### src/mem_delay_line.sv
`timescale 1ns/10ps

module mem_delay_line #(
  parameter int DEPTH = 4,
  parameter int WIDTH = 8
)(
  input  logic             clk_i,
  input  logic             rst_i,
  input  logic             valid_i,
  input  logic [WIDTH-1:0] payload_i,
  output logic             valid_o,
  output logic [WIDTH-1:0] payload_o
);

  logic [DEPTH-1:0] valid_q;
  logic [WIDTH-1:0] payload_q [DEPTH];

  always_ff @(posedge clk_i) begin
    if (!rst_i) begin
      valid_q <= '0;
    end else begin
      valid_q[0] <= valid_i;
      for (int i = 1; i < DEPTH; i++) begin
        valid_q[i] <= valid_q[i-1];
      end
    end
  end

  always_ff @(posedge clk_i) begin
    payload_q[0] <= payload_i;
    for (int i = 1; i < DEPTH; i++) begin
      payload_q[i] <= payload_q[i-1];
    end
  end

  assign valid_o   = valid_q[DEPTH-1];
  assign payload_o = payload_q[DEPTH-1];

  a_depth_min: assert property (@(posedge clk_i) DEPTH >= 1);

endmodule

### config.mk
export PLATFORM = sky130hd
export DESIGN_NAME = mem_delay_line
export DESIGN_NICKNAME = d
export VERILOG_FILES = /design/src/mem_delay_line.sv
export SDC_FILE = /design/constraint.sdc
export NUM_CORES = 1
export LEC_CHECK = 0
export BUFFER_PORTS_ARGS = -buffer_cell sky130_fd_sc_hd__buf_2
export CELL_PAD_IN_SITES_DETAIL_PLACEMENT = 0
export CELL_PAD_IN_SITES_GLOBAL_PLACEMENT = 1
export CORE_ASPECT_RATIO = 0.7
export CORE_MARGIN = 10
export CORE_UTILIZATION = 38
export CTS_CLUSTER_SIZE = 40
export DETAILED_ROUTE_END_ITERATION = 10
export PLACE_DENSITY_LB_ADDON = 0.1
export SLEW_MARGIN = 20
export SYNTH_ARGS = -nofsm -noshare
export SYNTH_HDL_FRONTEND = slang
export SYNTH_SLANG_ARGS = --single-unit
### constraint.sdc
create_clock -name clk_i -period 0.8 [get_ports clk_i]
set_input_delay 0.04 -clock clk_i [delete_from_list [all_inputs] [get_ports clk_i]]
set_output_delay 0.04 -clock clk_i [all_outputs]
set_load 0.02 [all_outputs]
==> flow_summary.ini <==
[clocking]
cts_tree = done
clockBufferDepth = 2
cts-root-buf = clkbuf_4
clk_latency_ns = 0.33
numClockSinks = 36
postCtsSetupBuffers = 0
cts_buffers = 5
cts.htree.levels = 2
clk_pin_slew_ns = 0.10

[placement]
gp_congestion = 0.5617
portBuffers = 19

[global_routing]
use_met2 = 0.08025
track_usage = 0.05514
met3_usage = 0.04663
gr-max-usage-layer = met2
grt_pass1_wl_mm = 1.628
grt_remaining_overflow = 0
grt_pass1_vias = 409
antenna_found_initial = 0
use_met1 = 0.04348
grt_max_degree = 12

[floorplanning]
die_area_um2 = 4163
die-width_um = 72.95
ioPinCount = 20
rows = 13
start_util = 0.4022
die_y_um = 57.07
core_area_um2 = 1854

[critical_path]
slowest_stage = dfxtp_2
path_buf_inv = 1
crit_chain = buf_6
critPathMaxStageDelay_ns = 0.33
crit_type = reg2out
cp-start-kind = flop
path_max_fanout = 1
cp-end-kind = primary output
cpLargestDelayFamily = flip-flops
cp.arrival_ns = 0.78
cp.required_ns = 0.76

[route]
drtPass1Iterations = 3
drcViolationCount = 0
routedWlPerCell_um = 10.00
viasPerCell = 3.788
wirelength_um = 990
first_iter_violations = 12
postRouteAntennaNets = 0
vias = 375

[power]
leakage_nw = 0.4819
vdd_ir_drop_max_mv = 1.410
sw_frac_of_total = 0.2031
cellPowerDensity_nw_per_um2 = 2752
seqPwrFrac = 0.631
p_comb_frac = 0.047
clockPowerShare = 0.322
internal_power_mw = 2.409
p_switching_mw = 0.6141

[synth]
ys_seq_area_frac = 0.9664
syn_area_um2 = 745.7
synth_cell_types = 2
syn_area_per_cell_um2 = 18.64
ys_warn_count = 0
synth_fp_nets = 51
ys_ff_latch = 36
syn-instance-count = 40

[timing]
tns_ns = -0.09663
worst_slack_ns = -0.01565
fin_skew_ns = 0.007212
report.final.slew_viol_count = 0
rsz0062_at_grt = yes
slew_headroom = 0.9327
max_freq_mhz = 1226
layout_min_cycle_time_ns = 0.8157
finalSetupViolCount = 9
whs_ns = 0.3280
fin_crit_sh = 1.020
final_hold_viol_count = 0
worst_pin_slew_ns = 0.1009

[final_layout]
antenna_cells = 0
syn2layout_area_growth_pct = 47.31
fill_cells = 163
ff_latch_area_um2 = 732.0
multi_input_area_um2 = 25.02
layout-drive-gt1-share = 0.4545
finalNetCount = 87

[run]
cap_viol_max_count = 0

[outcome]
failed_checks = setup timing
status = complete, but fails checks

[hold_path]
hold_path_class = reg2reg
[metrics by stage]
stage	util	cells	total power [mW]	setup WS, ns	cell area [um2]
floorplan	-	40	1.972	0.2844	745.7
global placement	0.4683	81	2.019	0.2810	868.3
detailed placement	0.4683	81	2.024	0.2715	868.3
CTS	0.5924	99	3.069	-0.03618	1099
global route	0.5924	99	3.168	-0.06725	1099
finish	0.5924	99	3.023	-0.01565	1099
[what timing repair did]
action / CTS / global route
resized for setup: 27 / 0
setup endpoints to repair: 9 / 9
hold endpoints to repair: 12 / 0
hold buffers: 10 / 0
pin swaps: 0 / 0
[synth_stat cells]
| library cell | count | area (um2) |
|---|---|---|
| dfxtp_1 | 36 | 720.7 |
| and2_1 | 4 | 25.02 |
[cell families after synthesis]
family	share of synthesized area
DFF	0.9664
and+or+nand+nor	0.03355
[sequential cells by signal, summed over array words and instances, names as in the netlist]
signal	flops
payload_q	32
valid_q	4
[cell usage in the layout (no fill, tap or decap), drive strengths merged]
cell type,instances
clkinvlp,1
clkbuf,7
and2,4
dfxtp,36
buf,19
dlygate4sd3,10
[final timing paths]
kind	startpoint	end	slack (ns)	cells past startpoint
max	payload_q[3][7]	payload_o[7]	-0.02	1
min	payload_q[1][3]	payload_q[2][3]	0.33	0
max reg2reg	valid_q[2]	valid_q[3]	0.26	1
min reg2reg	payload_q[1][3]	payload_q[2][3]	0.33	0
[routing by layer]
metal	share of wire	wire, um	vias to the layer above
li1	-	-	192
met1	0.43	422	159
met2	0.44	433	16
met3	0.093	92	8
met4	0.041	41	0
met5	0	0	-
[layout make-up]
class                   instances  area share
clock inverters                 1    0.006834
clock buffers                   7     0.05011
multi-input cells               4     0.02278
repair buffers                 29      0.2289
well taps                      22     0.02506
flip-flops and latches         36      0.6663
[power groups by stage]
| stage | clock network, mW | logic [mW] | registers (mW) |
|---|---|---|---|
| after floorplan | 0 | 0.00414 | 1.97 |
| after global placement | 0 | 0.0800 | 1.94 |
| after detailed placement | 0 | 0.0813 | 1.94 |
| after CTS | 1.01 | 0.144 | 1.91 |
| after global routing | 1.10 | 0.152 | 1.92 |
| final | 0.973 | 0.142 | 1.91 |
No activity file was read; power rests on OpenSTA's default activity.
