`src/mem_pkg.sv`:
```
package mem_pkg;

  // Line geometry.
  localparam int LINE_BYTES = 16;
  localparam int LINE_WIDTH = LINE_BYTES * 8;

  // Byte-addressed array, addresses wrap at the top.
  localparam int ADDR_WIDTH = 16;
  localparam int MEM_BYTES  = 1 << ADDR_WIDTH;

  // Request input to fill strobe.
  localparam int TOTAL_LATENCY = 10;

endpackage

```
`src/mem_req_arbiter.sv`:
```
`timescale 1ns/10ps

module mem_req_arbiter (
  input  logic                           clk_i,
  input  logic                           rst_i,
  input  logic                           ic_rd_req_i,
  input  logic [mem_pkg::ADDR_WIDTH-1:0] ic_addr_i,
  input  logic                           dc_rd_req_i,
  input  logic                           dc_wr_req_i,
  input  logic [mem_pkg::ADDR_WIDTH-1:0] dc_addr_i,
  input  logic [mem_pkg::LINE_WIDTH-1:0] dc_wr_data_i,
  output logic                           req_valid_o,
  output logic                           req_is_wr_o,
  output logic                           req_is_instr_o,
  output logic [mem_pkg::ADDR_WIDTH-1:0] req_addr_o,
  output logic [mem_pkg::LINE_WIDTH-1:0] req_wdata_o
);

  logic                           dc_req;
  logic                           pend_valid_q;
  logic [mem_pkg::ADDR_WIDTH-1:0] pend_addr_q;

  assign dc_req = dc_rd_req_i | dc_wr_req_i;

  always_ff @(posedge clk_i) begin
    if (!rst_i) begin
      req_valid_o  <= 1'b0;
      pend_valid_q <= 1'b0;
    end else begin
      req_valid_o <= dc_req | pend_valid_q | ic_rd_req_i;
      if (dc_req) begin
        pend_valid_q <= pend_valid_q | ic_rd_req_i; // Instruction loses, park it.
      end else begin
        pend_valid_q <= 1'b0;
      end
    end
  end

  always_ff @(posedge clk_i) begin
    req_wdata_o <= dc_wr_data_i;
    if (dc_req) begin
      req_is_wr_o    <= dc_wr_req_i;
      req_is_instr_o <= 1'b0;
      req_addr_o     <= dc_addr_i;
    end else if (pend_valid_q) begin
      req_is_wr_o    <= 1'b0;
      req_is_instr_o <= 1'b1;
      req_addr_o     <= pend_addr_q; // Oldest instruction request first.
    end else begin
      req_is_wr_o    <= 1'b0;
      req_is_instr_o <= 1'b1;
      req_addr_o     <= ic_addr_i;
    end
    if (dc_req && ic_rd_req_i) begin
      pend_addr_q <= ic_addr_i;
    end
  end

  // The instruction cache waits for its fill, so it never overruns the pending slot.
  a_no_ic_overrun: assert property (
    @(posedge clk_i) disable iff (!rst_i) ic_rd_req_i |-> !pend_valid_q
  );

endmodule

```
`config.mk`:
```
export PLATFORM = sky130hd
export DESIGN_NAME = mem_req_arbiter
export DESIGN_NICKNAME = d
export VERILOG_FILES = /design/src/mem_pkg.sv /design/src/mem_req_arbiter.sv
export SDC_FILE = /design/constraint.sdc
export NUM_CORES = 1
export LEC_CHECK = 0
export ABC_AREA = 1
export BUFFER_PORTS_ARGS = -buffer_cell sky130_fd_sc_hd__clkbuf_2
export CAP_MARGIN = 10
export CORE_AREA = 2 2 121 123
export DETAILED_ROUTE_END_ITERATION = 10
export DIE_AREA = 0 0 123 125
export PLACE_DENSITY_LB_ADDON = 0.25
export SKIP_CTS_REPAIR_TIMING = 1
export SYNTH_ARGS = -nofsm -noshare
export SYNTH_HDL_FRONTEND = slang
export SYNTH_SLANG_ARGS = --single-unit
export TNS_END_PERCENT = 30
```
`constraint.sdc`:
```
create_clock -name clk_i -period 4.7 [get_ports clk_i]
set_clock_uncertainty 0.15 [all_clocks]
set_input_delay 0.47 -clock clk_i [delete_from_list [all_inputs] [get_ports clk_i]]
set_output_delay 0.47 -clock clk_i [all_outputs]
set_load 0.02 [all_outputs]
```
==> impl.org, run 1 <==
** Run status
- Status :: finished, final reports clean

** Timing
- Max-slew violation count :: 0
- Setup Viol. Count Final :: 0
- Slew of the pin with the lowest slew margin :: 918 ps
- Worst slew slack as a fraction of its limit :: 38.7%
- Hold violation count in the final report :: 0
- After layout, the worst setup slack is 2980 ps.
- Maximum clock frequency :: 580 MHz
- Setup repair after global routing left no endpoint under its margin.
- Hold timing on the final database bottoms out at a slack of 10.5 ps.
- Subtracting the final worst setup slack from the clock period gives 1720 ps.
- Sum Neg Setup Slack :: 0 ps
- Of the available clock period, the critical path in the final layout requires 36.7%.

** GRT
- The number of global-route vias before repair is 3115.
- Global routing used 13.5% of the available met1 tracks.
- Global route overflow :: 0
- Number of antenna violations at the first check in global routing :: 0
- Entering global routing, the biggest net connects 21 pins.
- For met3 alone, demand over resource in global routing was 6.16%.
- For this run, the total global-route usage over all layers was measured as 13.7%.
- The first global-routing pass estimated 15400 um of wire.
- The layer flagged by global routing as most heavily used is met2.
- GRT met2 Usage :: 23.7%

** Drt
- The detail route stage leaves a number of antenna-violating nets equal to 0.
- The first detailed-routing pass ran for 4 iterations.
- Dividing the detail-routed wire length by the instance count gives 13.3 um.
- For this run, design rule violations remaining after detail routing come to 0.
- Dividing the detail-routed via count by the number of cells gives 3.85.
- Total wirelength of the detailed-routed design :: 12500 um
- Count of routing violations after the opening detailed-route iteration :: 96
- Vias after detailed routing :: 3602

** Final layout
- 0 antenna diodes ended up in the layout.
- Final layout net count :: 904
- Measured on the finished design, the core utilization comes to 53.6%.
- Fill cells in the final layout number 1252.
- The area growth from synthesis to layout is 91.1%.
- Leaving out fill and tap cells, the most frequent cell in the layout is clkbuf_2.
- In the final layout, the share of cells above drive strength 1 is 46.1%.
- In the layout the commonest cells are clkbuf_2 (311), dfxtp_1 (148), dlygate4sd3_1 (124).

** Die
- Die Outline Area :: 15400 um2
- IO Pins :: 312
- In this run the core area contains 44 standard-cell rows.
- The initial utilization of the core area, before any placement, comes to 28.1%.
- Die outline width :: 123 um
- Chip height :: 125 um
- The core region is 14200 um2.

** Power and ir drop
- For this design the ratio of total power to cell area is 447 nW/um2.
- Switching power :: 0.000795 W
- Overall power consumption :: 0.00341 W
- Combinational share of power :: 10.6%
- Leakage power summed over all cells :: 3.93 nW
- The internal power of the cells totals 0.00261 W.
- In this run, the clock network consumes 44.6% of the power.
- VDD sags by at most 0.242 mV.
- Share of total power in sequential cells :: 44.8%
- Net switching fraction of the power :: 23.3%

** Logic synthesis
- Sequential elements use 86.4% of the synthesized area.
- Sorting the synthesized cells by area gives the leading types as dfxtp_1 (74%), edfxtp_1 (12%), nand2_1 (6.2%), inv_1 (3.1%), nand3_1 (2.0%).
- Library cell occupying the most area in the post-synthesis netlist :: dfxtp_1
- Avg Inst Size Synth :: 13.6 um2
- Synthesis inferred 164 register bits.
- Warnings, synthesis :: 0
- Syn Inst Count :: 292
- The cell area that synthesis handed to floorplanning was 3990 um2.
- Area share of the leading cell type in the synthesized netlist :: 74.3%
- Synthesized net count :: 457
- The number of different library cells used by synthesis comes to 14.

** Place
- At the end of routability-driven placement, the weighted congestion stood at 0.751.
- Summed over all nets, the half-perimeter wirelength after detailed placement is 8290 um.
- Port buffering added 311 buffers.
- OpenSTA, run right after detailed placement, puts the worst setup slack at 2450 ps.

** Min path
- The worst hold path belongs to the class primary input to flip-flop.

** Clock tree
- The H-tree generated during clock tree synthesis spans 4 levels.
- Total clock buffers created by CTS :: 17
- CTS placed an instance of clkbuf_16 at the clock tree root.
- The clock drives 164 sinks.
- Clock tree from TritonCTS :: yes
- Later-pin clock latency in the skew report :: 410 ps
- Bufs on Longest Clock Path :: 2
- CTS clk-pin slew, worst paths :: 60 ps

** Worst setup path
- Worst-path maximum fanout :: 20
- Data required time at the worst endpoint :: 4620 ps
- STA classifies the critical path endpoint as a flip-flop.
- STA classifies the critical path startpoint as a primary input.
- Type of the worst setup path :: primary input to flip-flop
- For flop-to-flop paths, the worst setup slack is 3200 ps.
- At the worst endpoint, the arrival time is 1650 ps.

** Flow run
- The tool flagged a number of max-cap violations equal to 0.
## registers in the layout, summed over array words and instances (netlist names)
| register | count |
|---|---|
| pend_addr_q | 16 |
| pend_valid_q | 1 |
| req_addr_o | 16 |
| req_is_instr_o | 1 |
| req_is_wr_o | 1 |
| req_valid_o | 1 |
| req_wdata_o | 128 |
## layer usage
metal,part of all wire (%),vias up
li1,-,1783
met1,35,1620
met2,54,180
met3,8.4,19
met4,2.5,0
met5,0,-
## final cells by class
type / count / area, um2 / share of cell area (%)
clock buffer: 19 / 453 / 5.95
clock inverter: 13 / 210 / 2.76
inverter: 35 / 131 / 1.73
multi-input combinational: 86 / 349 / 4.58
sequential: 164 / 3440 / 45.2
tap: 184 / 230 / 3.02
timing repair buffer: 435 / 2800 / 36.7
## cells by family after synthesis
kind of cell / after synthesis / share of synthesized area, %
and+or+nand+nor: 85 / 8.57
DFF: 164 / 86.4
AOI/OAI and AO/OA: 1 / 0.125
buffers and inverters: 42 / 4.90
## Yosys cell counts (all sizes together)
cell    instances
buf             6
clkbuf          1
dfxtp         148
inv            35
o21ai           1
edfxtp         16
nand2          66
nor2            3
nand3          16
## worst max-delay path, cell delays in order
cell and delay (ps):
clkbuf_2 90, nor2_2 710, nor2_2 360
## power by group through the flow
stage	clock network (W)	logic (W)	registers, W
2_1_floorplan	0	0.0000409	0.00164
3_3_place_gp	0	0.000277	0.00155
3_5_place_dp	0	0.000279	0.00155
4_1_cts	0.00155	0.000280	0.00152
5_1_grt	0.00161	0.000390	0.00153
6_report	0.00152	0.000362	0.00152
## worst paths after layout
kind                    startpoint              end  cells after the start
setup / recovery       dc_wr_req_i   pend_addr_q[7]                      3
setup reg to reg      pend_valid_q    req_addr_o[8]                      4
hold / removal    dc_wr_data_i[40]  req_wdata_o[40]                      1
hold reg to reg     pend_addr_q[2]    req_addr_o[2]                      4
## per-stage QoR
stage | instances | cell area [um2]
after detailed placement | 780 | 5710
after global routing | 936 | 7610
after CTS | 812 | 6370
after floorplan | 292 | 3990
after global placement | 780 | 5710
final | 936 | 7610
(Power assumes the default switching activity.)
==> run 2: changes to the inputs <==
- CORE_AREA: 2 2 121 123 -> 2 2 122 124
- DIE_AREA: 0 0 123 125 -> 0 0 124 126
- clock period: 4.7 -> 1.6 ns (I/O delays scaled with it)
==> run 2 against run 1 <==
Compared with the run above:
- the flow now stops in global routing
- synthesized cell count did not move
- synthesized area unchanged
==> impl.org, run 2 <==
** Logic synthesis
- Cell types with the largest area share after synthesis :: dfxtp_1 (74%), edfxtp_1 (12%), nand2_1 (6.2%), inv_1 (3.1%), nand3_1 (2.0%)
- Xor and xnor fraction of the mapped netlist area :: 0%
- In this run the cell area of the synthesized design comes to 3990 um2.
- Of all flip-flops after synthesis, the portion carrying an async set or reset was 0%.
- The top cell type by area accounts for 74.3% of the synthesized area.
- After synthesis, the share of cell area in mux cells is 0%.
- Library cell occupying the most area in the post-synthesis netlist :: dfxtp_1
- Synthesized net count :: 457
- The average instance in the mapped netlist occupies 13.6 um2.
- For this run, the leading register cell type out of synthesis is dfxtp_1.
- Post-synthesis simple-gate area fraction :: 8.57%
- The synthesized netlist devotes 0.126% of its cell area to compound gates.
- Syn Inst Count :: 292
- Warnings, synthesis :: 0
- Most used standard cell by instance count after synthesis :: dfxtp_1
- By count the netlist is led by dfxtp_1 (148), nand2_1 (66), inv_1 (33).
- Sequential elements use 86.4% of the synthesized area.
- Number of enable flip-flop cells after synthesis :: 16
- Adder-Cell Fraction of Synth Area :: 0%
- After synthesis the netlist holds a flip-flop and latch count of 164.
- Dominant combinational cell family by area after synthesis :: simple AND/OR/NAND/NOR gates
- Unique cell type count in the Yosys netlist :: 14

** Run status
- First error :: [ERROR RSZ-0060] Max buffer count reached.
- Halt point of the flow :: global routing
- Status :: aborted with a tool error

** Clock tree
- Total clock buffers created by CTS :: 17
- The root buffer cell chosen for the clock tree is clkbuf_16.
- Clock H-tree levels :: 4
- The clock passes through at most 2 buffers.
- The clock net in this run drives a total of 164 sinks.

** Die
- Chip height :: 126 um
- The floorplan has 44 rows.
- IO Pins :: 312
- Effective utilization at floorplan :: 27.8%
- Die outline width :: 124 um

** GRT
- Entering global routing, the biggest net connects 20 pins.

** Place
- RePlAce Congestion :: 0.766
- Count of input and output buffers :: 311
- Detailed placement finished with a half-perimeter wire length of 8710 um.
[run 2: stage by stage]
stage                     setup WS [ps]  area [um2]  std cells  utilization (%)
after detailed placement           95.1        5730        783             40.1
after global placement              133        5730        783             40.1
after floorplan                     184        3990        292                -
after CTS                           313        6290        815             43.9
[run 2: logic make-up after synthesis]
logic type      count (synthesis)
compound gates                  1
flops                         164
simple gates                   85
buf+inv                        42
==> run 3: changes to the inputs <==
- PLACE_DENSITY_LB_ADDON: 0.25 -> 0.15
==> run 3 against run 2 <==
Compared with the run above:
- the run again fails in global routing
- synthesized area unchanged
- synthesized cell count unchanged
==> impl.org, run 3 <==
** Place
- Post-Place Cells :: 782
- During placement, the flow inserted port buffers numbering 311.
- RePlAce Congestion :: 0.749
- Sum of net half-perimeters after detailed placement :: 8860 um

** Die
- The die is 124 um wide.
- From bottom edge to top edge, the die measures 126 um.
- Once the floorplan was initialized, standard cells occupied 27.8% of the core.
- The initialized floorplan defines 44 standard-cell rows.
- IO Pins :: 312

** Logic synthesis
- The synthesized design devotes to its leading area cell type 74.3% of total area.
- Yosys instantiated no cell more often than dfxtp_1.
- Cell types with the largest area share after synthesis :: dfxtp_1 (74%), edfxtp_1 (12%), nand2_1 (6.2%), inv_1 (3.1%), nand3_1 (2.0%)
- Number of enable flip-flop cells after synthesis :: 16
- The cell area that synthesis handed to floorplanning was 3990 um2.
- After synthesis, flip-flops and latches occupy 86.4% of the total area.
- Counting every net in the synthesized netlist gives 457.
- After synthesis, the share of flip-flops with an asynchronous set or reset is 0%.
- Unique cell type count in the Yosys netlist :: 14
- The synthesized design spends more area on one cell type than any other, namely dfxtp_1.
- Among all flip-flop cells after synthesis, the most frequent one is dfxtp_1.
- List of most frequent post-synthesis cells :: dfxtp_1 (148), nand2_1 (66), inv_1 (33)
- After synthesis, the mean cell area works out to 13.6 um2.
- Flop and latch count out of synthesis :: 164
- Syn Inst Count :: 292
- Warnings, synthesis :: 0

** Clock tree
- CTS Sinks :: 164
- Clock H-tree levels :: 4
- TritonCTS created 17 clock buffers.
- CTS root buffer :: clkbuf_16
- Counting along the longest clock path gives a buffer depth of 2.

** Run status
- Halt point of the flow :: global routing
- The run stopped with a tool error.
- First error :: [ERROR RSZ-0060] Max buffer count reached.

** GRT
- Entering global routing, the biggest net connects 20 pins.
run 3: through the flow:
stage                     setup slack [ps]  utilization, %  cell area [um2]
after floorplan                        184               -             3990
after global placement                 118            40.0             5730
after detailed placement               105            40.0             5730
after CTS                              320            44.0             6300
run 3: cells by family after synthesis:
group | count (synthesis) | share of synthesized area (%)
AND/OR/NAND/NOR | 85 | 8.57
AO/OA/AOI/OAI | 1 | 0.125
buffers and inverters | 42 | 4.90
flip-flops | 164 | 86.4
